===== src/hdl/jtag_scope_pkg.sv =====
package jtag_scope_pkg;

  localparam int capture_bits = 64;  // history depth and edge counter width
  localparam int row_digits   = 16;
  localparam int text_rows    = 4;
  localparam int display_bits = text_rows * row_digits * 4;
  localparam int cell_px      = 8;   // cell is 8x8, glyph 5x7 in the top left corner

  typedef logic [15:0] color_t;  // rgb565

  // one foreground per text row: yellow, cyan, magenta, green
  localparam color_t row_palette [text_rows] = '{16'hffe0, 16'h07ff, 16'hf81f, 16'h07e0};
  localparam color_t bg_color = 16'h0841;  // dark grey

  // returns one glyph row, bit 4 is the leftmost pixel
  function automatic logic [4:0] hex_glyph(input logic [3:0] nibble, input logic [2:0] row);
    logic [34:0] g;  // seven rows of five pixels, row 0 in the top bits
    case (nibble)
      4'h0: g = 35'b01110_10001_10011_10101_11001_10001_01110;
      4'h1: g = 35'b00100_01100_00100_00100_00100_00100_01110;
      4'h2: g = 35'b01110_10001_00001_00010_00100_01000_11111;
      4'h3: g = 35'b11111_00010_00100_00010_00001_10001_01110;
      4'h4: g = 35'b00010_00110_01010_10010_11111_00010_00010;
      4'h5: g = 35'b11111_10000_11110_00001_00001_10001_01110;
      4'h6: g = 35'b00110_01000_10000_11110_10001_10001_01110;
      4'h7: g = 35'b11111_00001_00010_00100_01000_01000_01000;
      4'h8: g = 35'b01110_10001_10001_01110_10001_10001_01110;
      4'h9: g = 35'b01110_10001_10001_01111_00001_00010_01100;
      4'ha: g = 35'b01110_10001_10001_11111_10001_10001_10001;
      4'hb: g = 35'b11110_10001_10001_11110_10001_10001_11110;
      4'hc: g = 35'b01110_10001_10000_10000_10000_10001_01110;
      4'hd: g = 35'b11100_10010_10001_10001_10001_10010_11100;
      4'he: g = 35'b11111_10000_10000_11110_10000_10000_11111;
      default: g = 35'b11111_10000_10000_11110_10000_10000_10000;
    endcase
    if (row == 3'd7) return 5'b00000;  // spacing line below the glyph
    return g[34 - 5 * row -: 5];
  endfunction

endpackage

===== src/hdl/jtag_hex_scope.sv =====
`timescale 1ns/10ps

module jtag_hex_scope #(
  parameter int H_ACTIVE    = 160,
  parameter int H_TOTAL     = 176,
  parameter int HSYNC_START = 164,
  parameter int HSYNC_LEN   = 4,
  parameter int V_ACTIVE    = 40,
  parameter int V_TOTAL     = 44,
  parameter int VSYNC_START = 41,
  parameter int VSYNC_LEN   = 2
) (
  input  logic clk,
  input  logic arst_n,
  input  logic tck,
  input  logic tms,
  input  logic tdi,
  input  logic tdo,
  output jtag_scope_pkg::color_t pixel_color,
  output logic pixel_blank,
  output logic pixel_hsync,
  output logic pixel_vsync
);
  import jtag_scope_pkg::*;

  logic [capture_bits-1:0] tms_hist;
  logic [capture_bits-1:0] tdi_hist;
  logic [capture_bits-1:0] tdo_hist;
  logic [capture_bits-1:0] edge_count;
  logic [display_bits-1:0] display;

  logic [7:0] beam_x;
  logic [7:0] beam_y;
  logic       blank;
  logic       hsync;
  logic       vsync;

  jtag_line_capture u_capture (
    .clk        (clk),
    .arst_n     (arst_n),
    .tck        (tck),
    .tms        (tms),
    .tdi        (tdi),
    .tdo        (tdo),
    .tms_hist   (tms_hist),
    .tdi_hist   (tdi_hist),
    .tdo_hist   (tdo_hist),
    .edge_count (edge_count)
  );

  // row 0 in the low 64 bits: count, then tms, tdi, tdo
  assign display = {tdo_hist, tdi_hist, tms_hist, edge_count};

  beam_timing #(
    .H_ACTIVE    (H_ACTIVE),
    .H_TOTAL     (H_TOTAL),
    .HSYNC_START (HSYNC_START),
    .HSYNC_LEN   (HSYNC_LEN),
    .V_ACTIVE    (V_ACTIVE),
    .V_TOTAL     (V_TOTAL),
    .VSYNC_START (VSYNC_START),
    .VSYNC_LEN   (VSYNC_LEN)
  ) u_beam (
    .clk    (clk),
    .arst_n (arst_n),
    .beam_x (beam_x),
    .beam_y (beam_y),
    .blank  (blank),
    .hsync  (hsync),
    .vsync  (vsync)
  );

  hex_text_render u_render (
    .clk         (clk),
    .arst_n      (arst_n),
    .display     (display),
    .beam_x      (beam_x),
    .beam_y      (beam_y),
    .blank       (blank),
    .hsync       (hsync),
    .vsync       (vsync),
    .pixel_color (pixel_color),
    .pixel_blank (pixel_blank),
    .pixel_hsync (pixel_hsync),
    .pixel_vsync (pixel_vsync)
  );

endmodule


===== src/hdl/hex_text_render.sv =====
`timescale 1ns/10ps

module hex_text_render (
  input  logic clk,
  input  logic arst_n,
  input  logic [jtag_scope_pkg::display_bits-1:0] display,
  input  logic [7:0] beam_x,
  input  logic [7:0] beam_y,
  input  logic blank,
  input  logic hsync,
  input  logic vsync,
  output jtag_scope_pkg::color_t pixel_color,
  output logic pixel_blank,
  output logic pixel_hsync,
  output logic pixel_vsync
);
  import jtag_scope_pkg::*;

  localparam int text_w = row_digits * cell_px;  // 128
  localparam int text_h = text_rows * cell_px;   // 32
  localparam int idx_w  = $clog2(display_bits);

  logic [3:0]       digit_col;
  logic [1:0]       text_row;
  logic [idx_w-1:0] nib_lsb;

  logic [3:0] s1_nibble;
  logic [2:0] s1_glyph_row;
  logic [2:0] s1_px_col;
  logic       s1_in_area;
  logic [1:0] s1_pal_idx;
  logic       s1_blank;
  logic       s1_hsync;
  logic       s1_vsync;

  logic [4:0] glyph_bits;
  logic       fg;
  color_t     next_color;

  assign digit_col = beam_x[6:3];
  assign text_row  = beam_y[4:3];

  // column 0 is the most significant digit of its row
  assign nib_lsb = idx_w'(text_row * row_digits * 4 + (row_digits - 1 - digit_col) * 4);

  // stage 1: pick the nibble and the position inside the cell
  always_ff @(posedge clk) begin
    s1_nibble    <= display[nib_lsb +: 4];
    s1_glyph_row <= beam_y[2:0];
    s1_px_col    <= beam_x[2:0];
    s1_in_area   <= (beam_x < text_w) && (beam_y < text_h);
    s1_pal_idx   <= text_row;
  end

  always_ff @(posedge clk or negedge arst_n) begin
    if (!arst_n) begin
      s1_blank <= 1'b1;
      s1_hsync <= 1'b0;
      s1_vsync <= 1'b0;
    end else begin
      s1_blank <= blank;
      s1_hsync <= hsync;
      s1_vsync <= vsync;
    end
  end

  // stage 2: glyph lookup and colour select
  assign glyph_bits = hex_glyph(s1_nibble, s1_glyph_row);
  assign fg = (s1_px_col < 3'd5) ? glyph_bits[3'd4 - s1_px_col] : 1'b0;  // cols 5..7 are gap

  assign next_color = s1_blank ? color_t'(0) :
                      (s1_in_area && fg) ? row_palette[s1_pal_idx] : bg_color;

  always_ff @(posedge clk or negedge arst_n) begin
    if (!arst_n) begin
      pixel_color <= '0;
      pixel_blank <= 1'b1;
      pixel_hsync <= 1'b0;
      pixel_vsync <= 1'b0;
    end else begin
      pixel_color <= next_color;
      pixel_blank <= s1_blank;
      pixel_hsync <= s1_hsync;
      pixel_vsync <= s1_vsync;
    end
  end

  a_blank_black: assert property (
    @(posedge clk) disable iff (!arst_n)
    pixel_blank |-> (pixel_color == '0)
  ) else $error("non-zero colour on a blank pixel");

endmodule


===== src/hdl/beam_timing.sv =====
`timescale 1ns/10ps

module beam_timing #(
  parameter int H_ACTIVE    = 160,
  parameter int H_TOTAL     = 176,
  parameter int HSYNC_START = 164,
  parameter int HSYNC_LEN   = 4,
  parameter int V_ACTIVE    = 40,
  parameter int V_TOTAL     = 44,
  parameter int VSYNC_START = 41,
  parameter int VSYNC_LEN   = 2
) (
  input  logic       clk,
  input  logic       arst_n,
  output logic [7:0] beam_x,
  output logic [7:0] beam_y,
  output logic       blank,
  output logic       hsync,
  output logic       vsync
);

  logic line_end;  // last pixel of the line

  assign line_end = (beam_x == 8'(H_TOTAL - 1));

  always_ff @(posedge clk or negedge arst_n) begin
    if (!arst_n) begin
      beam_x <= '0;
      beam_y <= '0;
    end else begin
      if (line_end) begin
        beam_x <= '0;
        if (beam_y == 8'(V_TOTAL - 1)) beam_y <= '0;
        else beam_y <= beam_y + 1'b1;
      end else begin
        beam_x <= beam_x + 1'b1;
      end
    end
  end

  // decoded straight from the counters, aligned with beam_x/beam_y
  assign blank = (beam_x >= H_ACTIVE) || (beam_y >= V_ACTIVE);
  assign hsync = (beam_x >= HSYNC_START) && (beam_x < HSYNC_START + HSYNC_LEN);
  assign vsync = (beam_y >= VSYNC_START) && (beam_y < VSYNC_START + VSYNC_LEN);

  a_x_in_range: assert property (
    @(posedge clk) disable iff (!arst_n)
    beam_x < H_TOTAL
  ) else $error("beam_x reached H_TOTAL");

endmodule


===== src/hdl/jtag_line_capture.sv =====
`timescale 1ns/10ps

module jtag_line_capture (
  input  logic clk,
  input  logic arst_n,
  input  logic tck,
  input  logic tms,
  input  logic tdi,
  input  logic tdo,
  output logic [jtag_scope_pkg::capture_bits-1:0] tms_hist,
  output logic [jtag_scope_pkg::capture_bits-1:0] tdi_hist,
  output logic [jtag_scope_pkg::capture_bits-1:0] tdo_hist,
  output logic [jtag_scope_pkg::capture_bits-1:0] edge_count
);
  import jtag_scope_pkg::*;

  logic [3:0] probe_s1;  // {tck, tms, tdi, tdo}, first flop
  logic [3:0] probe_s2;
  logic       tck_d;     // previous synchronized tck
  logic       tck_rise;

  // two flop synchronizer on all probe lines
  always_ff @(posedge clk or negedge arst_n) begin
    if (!arst_n) begin
      probe_s1 <= '0;
      probe_s2 <= '0;
      tck_d    <= 1'b0;
    end else begin
      probe_s1 <= {tck, tms, tdi, tdo};
      probe_s2 <= probe_s1;
      tck_d    <= probe_s2[3];
    end
  end

  assign tck_rise = probe_s2[3] & ~tck_d;  // one cycle strobe

  // newest sample goes to bit 0, oldest falls off the top
  always_ff @(posedge clk or negedge arst_n) begin
    if (!arst_n) begin
      tms_hist   <= '0;
      tdi_hist   <= '0;
      tdo_hist   <= '0;
      edge_count <= '0;
    end else if (tck_rise) begin
      tms_hist   <= {tms_hist[capture_bits-2:0], probe_s2[2]};
      tdi_hist   <= {tdi_hist[capture_bits-2:0], probe_s2[1]};
      tdo_hist   <= {tdo_hist[capture_bits-2:0], probe_s2[0]};
      edge_count <= edge_count + 1'b1;  // wraps
    end
  end

  // the counter only moves on the clock edge that follows a tck rise
  a_count_on_strobe: assert property (
    @(posedge clk) disable iff (!arst_n)
    !tck_rise |=> $stable(edge_count)
  ) else $error("edge_count changed without a tck rising edge");

endmodule


===== config.mk =====
export PLATFORM = sky130hd
export DESIGN_NAME = jtag_hex_scope
export DESIGN_NICKNAME = d
export VERILOG_FILES = /design/src/hdl/jtag_scope_pkg.sv /design/src/hdl/jtag_hex_scope.sv /design/src/hdl/hex_text_render.sv /design/src/hdl/beam_timing.sv /design/src/hdl/jtag_line_capture.sv
export SDC_FILE = /design/constraint.sdc
export NUM_CORES = 1
export LEC_CHECK = 0
export ABC_AREA = 0
export BUFFER_PORTS_ARGS = -buffer_cell sky130_fd_sc_hd__buf_2
export CORE_MARGIN = 3
export CORE_UTILIZATION = 60
export CTS_BUF_LIST = sky130_fd_sc_hd__clkbuf_8
export CTS_CLUSTER_SIZE = 28
export DETAILED_ROUTE_END_ITERATION = 7
export GPL_TIMING_DRIVEN = 0
export PLACE_DENSITY_LB_ADDON = 0.2
export RECOVER_POWER = 50
export REMOVE_ABC_BUFFERS = 1
export SYNTH_ARGS = -nofsm -noshare
export SYNTH_HDL_FRONTEND = slang
export SYNTH_SLANG_ARGS = --single-unit

===== constraint.sdc =====
create_clock -name clk -period 10.7 [get_ports clk]
set_clock_uncertainty 0.1 [all_clocks]
set_input_delay 1.07 -clock clk [delete_from_list [all_inputs] [get_ports clk]]
set_output_delay 1.07 -clock clk [all_outputs]
set_load 0.05 [all_outputs]

# Word level (Yosys, flattened, before mapping)
# Memory sizes are Yosys's and may differ from the RTL's. A register that Yosys moved wholly into a read port is not among the register bits.
# Cells that the tools add are included.
# classes
addsub	7
mul	1
order_cmp	11
n_eq_ne	3
n_shift	2
muxes	13
bitwise	3
n_reduce_logical	5
# ops
operator	n
indexed part select 256 x 9 -> 4 bit	1
adder 64 x 1 -> 64 bit, second input constant	1
2-to-1 mux 16 bit	4
indexed part select 39 x 33 -> 5 bit	1
binary-select mux 16 bit (select 2 bit)	1
adder 8 x 1 -> 8 bit, second input constant	2
>= comparator 8 x 6 -> 1 bit, second input constant	2
>= comparator 8 bit, second input constant	2
< comparator 8 x 6 -> 1 bit, second input constant	2
< comparator 8 bit, second input constant	2
2-to-1 mux 8 bit	2
2-to-1 mux 5 bit	2
adder 8 bit	1
== test 8 x 6 -> 1 bit, second input constant	1
== test 8 bit, second input constant	1
subtractor 6 x 6 -> 7 bit, first input constant	1
multiplier 3 x 3 -> 6 bit, first input constant	1
subtractor 4 x 4 -> 5 bit, first input constant	1
logical AND 1 bit	4
< comparator 3 x 4 -> 1 bit, second input constant	1
binary-select mux 1 bit (select 3 bit)	1
== test 3 bit, second input constant	1
>= comparator 3 bit, second input constant	1
< comparator 3 bit, second input constant	1
6 further kinds	8
# totals
register_bits	312
romBits	560
in_bits	6
out_inout_bits	19
wordCells	66
mem_count	1
# memory_table
memory	words	word_bits	rd	rd_clocked_by_memory_dff	write_ports	line_no	source
(no name shown)	16	35	1	1	0	jtag_scope_pkg.sv:18	case (nibble)

# Longest topological paths before layout
# Gate-level depths: netlist of run 1.
# depth
ltp_word	10
depth_mapped	17

# Modules after synthesis
# Synthesis of run 1 repeated with hierarchy kept, for this count alone.
# unflattened
hier_cells	1387
area_unflattened_um2	17418.0
# by_module_without_submodules
mod	instances	cells_per_inst	area_per_inst_um2
jtag_line_capture	1	710	10488.8
hex_text_render	1	590	6040.8
beam_timing	1	87	888.4

# Worst setup path before layout of run 1
# Ideal clock, no wire load.
# synth_timing
path_kind	register to register
start	register u_render.s1_glyph_row[0]
end	register u_render.pixel_color[4]
arrival_time_ps	3510
required_ps	10532
slack_ps	7022
path_stages_with_launch	17
path_buffers	6
path_cell_list	dfxtp_1 -> buf_6 -> buf_12 -> buf_6 -> buf_6 -> inv_1 -> ha_1 -> inv_1 -> fa_1 -> buf_2 -> clkbuf_1 -> mux4_2 -> a2bb2oi_2 -> a21oi_1 -> a211o_1 -> a221oi_2 -> and4b_1
# synth_via
elab_chain_len	10
word_cells_on_any_way	12
classes_between	1 x add/sub; 1 x mul; 1 x eq/ne; 1 x shift; 7 x mux; 1 x reduce/logical
# synth_lines
element	line_no	source
start: declaration	hex_text_render.sv:28	logic [2:0] s1_glyph_row;
start signal: assignment	hex_text_render.sv:49	s1_glyph_row <= beam_y[2:0];
multiplier 3 x 3 -> 6 bit	jtag_scope_pkg.sv:37	return g[34 - 5 * row -: 5];
subtractor 6 x 6 -> 7 bit	jtag_scope_pkg.sv:37	
indexed part select 39 x 33 -> 5 bit	jtag_scope_pkg.sv:37	
2-to-1 mux 5 bit (*)	jtag_scope_pkg.sv:37	
binary-select mux 1 bit (select 3 bit) (*)	hex_text_render.sv:69	assign fg = (s1_px_col < 3'd5) ? glyph_bits[3'd4 - s1_px_col] : 1'b0;
2-to-1 mux 1 bit (implied by the code) (*)	hex_text_render.sv:69	
2-to-1 mux 1 bit (*)	hex_text_render.sv:69	
logical AND 1 bit (*)	hex_text_render.sv:72	(s1_in_area && fg) ? row_palette[s1_pal_idx] : bg_color;
2-to-1 mux 16 bit (*)	hex_text_render.sv:72	
2-to-1 mux 16 bit (*)	hex_text_render.sv:71	assign next_color = s1_blank ? color_t'(0) :
end signal: assignment	hex_text_render.sv:81	pixel_color <= next_color;
end: declaration	hex_text_render.sv:12	output jtag_scope_pkg::color_t pixel_color,
# Every way passes the cells marked *; elsewhere a longest branch is shown, timed or not. The select of a mux whose other input is x is not followed.
# A chain may end at the register's enable or synchronous reset.

# Final worst setup path of run 1
# layout_timing
start	register u_capture.tck_d
end	register u_capture.tms_hist[25] (netlist bit)
# layout_via
elab_chain_len	2
# layout_lines
element	line_no	source
start: declaration	jtag_line_capture.sv:19	logic tck_d;
start signal: assignment	jtag_line_capture.sv:31	tck_d <= probe_s2[3];
NOT 1 bit	jtag_line_capture.sv:35	assign tck_rise = probe_s2[3] & ~tck_d;
bitwise AND 1 bit	jtag_line_capture.sv:35	
end signal: assignment	jtag_line_capture.sv:45	tms_hist <= {tms_hist[capture_bits-2:0], probe_s2[2]};
end: declaration	jtag_line_capture.sv:10	output logic [jtag_scope_pkg::capture_bits-1:0] tms_hist,
# No other way between the ends.

==> results of run 1 <==
## cells by family (layout without fill, tap and decap cells)
group	Yosys count	in the layout	share of synthesized area, %
AND/OR/NAND/NOR	854	854	21.4
XOR/XNOR	76	76	3.99
adder cells (fa/ha/maj)	29	29	2.31
AO/OA/AOI/OAI	145	145	5.80
flip-flops	337	337	49.2
multiplexers	117	117	13.1
buffers and inverters	139	167	4.15
## cells in the final DEF, fill, tap and decap left out, types with 4 or more instances in the layout
cell / n
inv_1: 54
a31oi_1: 9
o22ai_1: 6
mux4_1: 5
and3_1: 16
clkbuf_1: 4
o211ai_1: 5
xor2_1: 27
buf_12: 4
dfrtp_1: 290
xnor2_1: 49
ha_1: 26
nor2_1: 59
nand3b_1: 5
a21oi_1: 36
or2_2: 4
nand4_1: 20
and2_1: 6
dfxtp_1: 43
nand3_1: 32
a22oi_1: 22
nor2b_1: 15
a22o_1: 4
mux4_2: 74
nand2_1: 648
mux2_2: 4
clkbuf_8: 70
o21ai_0: 24
o21ai_1: 4
buf_2: 23
buf_16: 4
and4_1: 7
a211oi_1: 4
nor3_1: 13
mux2i_1: 34
nand2b_1: 13
## worst max path at each step
stage	start	to	slack, ns	cells past startpoint
2_1_floorplan	u_capture.tck_d	u_capture.edge_count[2]	3.30	3
6_report	u_capture.tck_d	u_capture.tms_hist[25]	3.85	5
3_3_place_gp	u_capture.tck_d	u_capture.edge_count[2]	-0.20	3
3_5_place_dp	u_beam.beam_x[6]	flop	6.03	7
5_1_grt	u_capture.tck_d	u_capture.tms_hist[25]	3.07	5
4_1_cts	u_beam.beam_x[6]	flop	5.99	7
## layer usage
layer | track usage (%) | share of wire [%] | vias to the layer above
met4 | 7.84 | 2.6 | 0
met5 | 0 | 0 | -
met2 | 39.4 | 48 | 360
met3 | 3.62 | 5.3 | 67
li1 | - | - | 5662
met1 | 35.7 | 44 | 6040
## cell type report
type	instances	area (um2)
Tap cell	372	465
Clock inverter	31	141
Sequential cell	337	8220
Multi-Input combinational cell	1221	7780
Fill cell	2194	9170
Inverter	31	116
Timing Repair Buffer	35	320
Clock buffer	70	963
## power by group through the flow
| stage | clock (mW) | combinational (mW) | sequential (mW) |
|---|---|---|---|
| 2_1_floorplan | 0 | 0.0713 | 1.37 |
| 3_3_place_gp | 0 | 0.110 | 1.38 |
| 3_5_place_dp | 0 | 0.120 | 1.38 |
| 4_1_cts | 1.11 | 0.121 | 1.36 |
| 5_1_grt | 1.18 | 0.132 | 1.37 |
| 6_report | 1.09 | 0.114 | 1.36 |
## synth_stat cells (22+ instances only)
cell	n	share of area, %
nand2_1	648	15
dfrtp_1	291	44
mux4_2	74	10
nor2_1	59	1.3
clkbuf_1	58	1.3
xnor2_1	49	2.6
dfxtp_1	44	5.3
a21oi_1	36	1.1
mux2i_1	34	2.0
nand3_1	32	0.96
inv_1	29	0.65
xor2_1	27	1.4
ha_1	26	1.9
o21ai_0	24	0.72
a22oi_1	22	0.99
## per-stage QoR
step,power (mW),instance area (um2),util (%),TNS [ns]
6_report,2.56,18000,66.3,0
5_1_grt,2.67,18000,66.3,0
4_1_cts,2.60,18100,66.6,0
3_5_place_dp,1.50,17000,62.5,0
3_3_place_gp,1.49,16700,61.4,-0.244
2_1_floorplan,1.44,16100,-,0
==> impl_metrics.json, run 1 <==
{
  "die_x_um": 173,
  "wl_per_cell_um": 17.3,
  "synthCells": 1697,
  "grt_max_degree": 127,
  "pin_count": 25,
  "crit_chain": "nand2b_1 > clkbuf_1 > clkbuf_1 > nand2_1 > nand2_1",
  "drt_iter0_markers": 1111,
  "cts_sinks": 337,
  "layout.nets": 1716,
  "switching_power_uw": 615,
  "critPathMaxStageDelay_ns": 2.67,
  "preCtsSetupSlack_ns": 6.03,
  "status": "finished with violations",
  "path_max_fanout": 87,
  "cpMaxStageDelayCell": "clkbuf_1",
  "start_util_pct": 61.4,
  "finalCriticalPeriod_ns": 6.85,
  "yosysWarnings": 0,
  "max_slew.worst_pin.slew_ns": 3.69,
  "r2r_cells": 5,
  "whs_ns": 0.248,
  "rsz0062_at_grt": "false",
  "clk_pin_slew_ns": 0.06,
  "endpoint_kind": "flop",
  "min_to": "u_capture.probe_s2[3]",
  "clock_latency_ns": 0.61,
  "fmax_mhz": 146,
  "finalCritPeriodShare_pct": 64.0,
  "drtPass1Iterations": 5,
  "r2r_setup_slack_ns": 3.85,
  "via_per_inst": 5.78,
  "layoutNonFillerInstCount": 2097,
  "cp.required_ns": 11.13,
  "cts_made_buffers": 55,
  "worstPathArrival_ns": 7.28,
  "rows": 60,
  "dp_cells": 1996,
  "post_cts_resize_count": 0,
  "synthArstFlopShare_pct": 86.9,
  "synth_ff_type": "dfrtp_1",
  "cts-root-buf": "clkbuf_8",
  "maxSlewViolCount": 317,
  "r2r_end": "u_capture.tms_hist[25]",
  "antennaDiodeCount": 0,
  "grt_pass1_vias": 11900,
  "synth-edff-count": 0,
  "fp.coreArea_um2": 27200,
  "ys_ff_latch": 337,
  "clkPwrFrac_pct": 42.4,
  "violations": "max-capacitance violations, max-slew violations",
  "dieArea_um2": 29800,
  "drive_gt1_share_pct": 11.7,
  "vias": 12100,
  "grt_pass1_wl_um": 61200,
  "fin_ws_ns": 3.85,
  "antenna_found_initial": 0,
  "hpwl_um": 24100,
  "postCtsHoldBufs": 0,
  "cts_tree": "built",
  "r2r-start": "u_capture.tck_d",
  "slew_headroom_pct": -146,
  "port_buffers": 24,
  "ys_seq_area_share_pct": 49.2,
  "htreeDepth": 2,
  "cts_max_path_buffers": 3,
  "max-cap-violations": 6,
  "p_sw_share_pct": 24.0,
  "path_class": "flop to flop",
  "post_cts_buffers": 0,
  "area_growth_pct": 7.91,
  "crit_family": "buffers and inverters",
  "die_h_um": 173,
  "leakagePower_nw": 8.77,
  "start_kind": "flop",
  "ir_worst_vdd_mv": 0.108,
  "synth_cell_types": 72,
  "min_path_type": "flop to flop",
  "wl_um": 36300,
  "gp_congestion": 0.924,
  "critPathBufInv": 2,
  "overflow": 0,
  "power.share.combinational_pct": 4.5,
  "powerDensity_nw_per_um2": 142,
  "ant_nets": 0,
  "track_usage_pct": 24.7,
  "final_hold_viol_count": 0,
  "internal-power_mw": 1.95,
  "syn_avg_cell_area_um2": 9.83,
  "final-setup-viol-count": 0,
  "hp-start": "u_capture.probe_s1[3]",
  "p_seq_share_pct": 53.1,
  "min_path_cells": 0,
  "drc_errors": 0,
  "syn_area_um2": 16700
}
No activity file was read; power rests on OpenSTA's default activity.
==> run 2, diff against run 1 <==
Settings changed: CORE_UTILIZATION 60 to 59.
Clock period 10.7 ns to 5.9 ns, I/O delays scaled along.
==> run 2 against run 1 <==
  * The flow still finishes with violations (max-capacitance violations, max-slew violations)
  * Sequential cell count unchanged
  * Non-clock buffer count increased by 6
  * Via count about the same
  * Highest routed layer unchanged
==> impl_metrics.json, run 2 (same netlist as run 1, synthesis figures left out) <==
{
  "final-setup-viol-count": 0,
  "layoutNonFillerInstCount": 2100,
  "grt_max_degree": 106,
  "slew_headroom_pct": -97.1,
  "wl_per_cell_um": 17.4,
  "r2r-start": "u_beam.beam_x[6]",
  "start_util_pct": 60.9,
  "dp_cells": 1997,
  "multi_input_comb_area_um2": 7790,
  "final_hold_viol_count": 0,
  "pin_count": 25,
  "overflow": 0,
  "path_max_fanout": 31,
  "clock_latency_ns": 0.59,
  "die_h_um": 174,
  "leakagePower_nw": 8.82,
  "n_fill_cell": 2184,
  "port_buffers": 24,
  "status": "finished with violations",
  "gp_congestion": 0.899,
  "powerDensity_nw_per_um2": 258,
  "via_per_inst": 5.78,
  "final_common_cell": "nand2_1",
  "crit_chain": "nor2b_1 > a22oi_1 > nand3_1 > and4_1 > inv_1 > ha_1 > mux2i_1",
  "fmax_mhz": 210,
  "finalCritPeriodShare_pct": 80.7,
  "antennaDiodeCount": 0,
  "clk_pin_slew_ns": 0.06,
  "violations": "max-capacitance violations, max-slew violations",
  "track_usage_pct": 24.5,
  "htreeDepth": 2,
  "layout.nets": 1722,
  "path_class": "flop to flop",
  "fp.coreArea_um2": 27400,
  "cts_max_path_buffers": 3,
  "cts_made_buffers": 55,
  "drt_iter0_markers": 1117,
  "postCtsHoldBufs": 5,
  "drc_errors": 0,
  "area_growth_pct": 8.71,
  "cts-root-buf": "clkbuf_8",
  "grt_pass1_vias": 12000,
  "cts_sinks": 337,
  "min_to": "u_capture.probe_s2[1]",
  "antenna_found_initial": 0,
  "maxSlewViolCount": 178,
  "rsz0062_at_grt": "false",
  "drive_gt1_share_pct": 12.0,
  "drtPass1Iterations": 5,
  "cp.required_ns": 6.21,
  "grt_pass1_wl_um": 61200,
  "hp-start": "u_capture.probe_s1[1]",
  "endpoint_kind": "flop",
  "critPathMaxStageDelay_ns": 1.21,
  "hpwl_um": 24400,
  "fin_setup_tns_ns": 0,
  "min_path_cells": 0,
  "min_path_type": "flop to flop",
  "r2r_setup_slack_ns": 1.14,
  "dieArea_um2": 30300,
  "regArea_um2": 8220,
  "vias": 12100,
  "mostFrequentLayoutCells": "nand2_1, dfrtp_1, mux4_2",
  "finalCriticalPeriod_ns": 4.76,
  "ir_worst_vdd_mv": 0.190,
  "max-cap-violations": 2,
  "cts_tree": "built",
  "cpMaxStageDelayCell": "dfrtp_1",
  "post-route-util_pct": 66.2,
  "post_cts_resize_count": 0,
  "ant_nets": 0,
  "start_kind": "flop",
  "worstPathArrival_ns": 5.07,
  "rows": 60,
  "die_x_um": 174,
  "post_cts_buffers": 0,
  "wl_um": 36400,
  "r2r_cells": 7,
  "max_slew.worst_pin.slew_ns": 2.96
}
==> run 2: cell types whose count changed in the layout (fill, tap and decap cells not counted), moves of 2 or more <==
cell / change
buf_16: +2
clkbuf_1: -3
dlygate4sd3_1: +5
inv_1: -2
==> run 2: worst max-delay path, delay by kind of cell (launching register included) <==
| family | cells | cell delay [ns] |
|---|---|---|
| adder cells (fa/ha/maj) | 1 | 0.43 |
| buffers and inverters | 1 | 0.45 |
| multiplexers | 1 | 0.08 |
| flip-flops | 1 | 1.21 |
| AND/OR/NAND/NOR | 3 | 1.99 |
| AO/OA/AOI/OAI | 1 | 0.32 |
==> run 2: area by class of cell <==
class	count	share of cell area [%]
clock inverters	28	0.800
well taps	372	2.57
repair buffers	41	2.42
clock buffers	70	5.31
multi-input cells	1221	42.9
inverters	31	0.641
flip-flops and latches	337	45.3
==> run 2: through the flow <==
stage	power, mW	hold slack [ns]	setup WS, ns	cell area [um2]
floorplan	2.61	0.194	-1.50	16100
global placement	2.71	0.232	-4.97	16700
detailed placement	2.73	0.235	1.21	17000
CTS	4.75	0.249	1.18	18200
global route	4.90	0.258	0.887	18100
finish	4.69	0.247	1.14	18100
==> run 2: routing by layer <==
metal  part of all wire, %  vias to the layer above  global-route usage [%]
met2                    47                      332                    38.4
li1                      -                     5693                       -
met4                   2.9                        0                    8.14
met5                     0                        -                       0
met3                   5.3                       84                    4.28
met1                    45                     6023                    35.0
==> run 2: how the worst max path moves through the flow <==
stage / start / depth (start not counted) / slack [ns] / endpoint
3_5_place_dp: u_beam.beam_x[6] / 7 / 1.21 / flop
5_1_grt: u_beam.beam_x[6] / 7 / 0.89 / flop
3_3_place_gp: u_capture.tck_d / 3 / -4.97 / u_capture.edge_count[2]
4_1_cts: u_beam.beam_x[6] / 7 / 1.18 / flop
2_1_floorplan: u_capture.tck_d / 3 / -1.50 / u_capture.edge_count[2]
6_report: u_beam.beam_x[6] / 7 / 1.14 / flop
==> run 2: report_power, final <==
part | internal, mW | switching (mW) | leakage (nW) | total, mW
Sequential | 2.39 | 0.0770 | 4.36 | 2.47
Clock | 1.10 | 0.898 | 0.654 | 2.00
Combinational | 0.0827 | 0.135 | 3.81 | 0.218
Total | 3.58 | 1.11 | 8.82 | 4.69
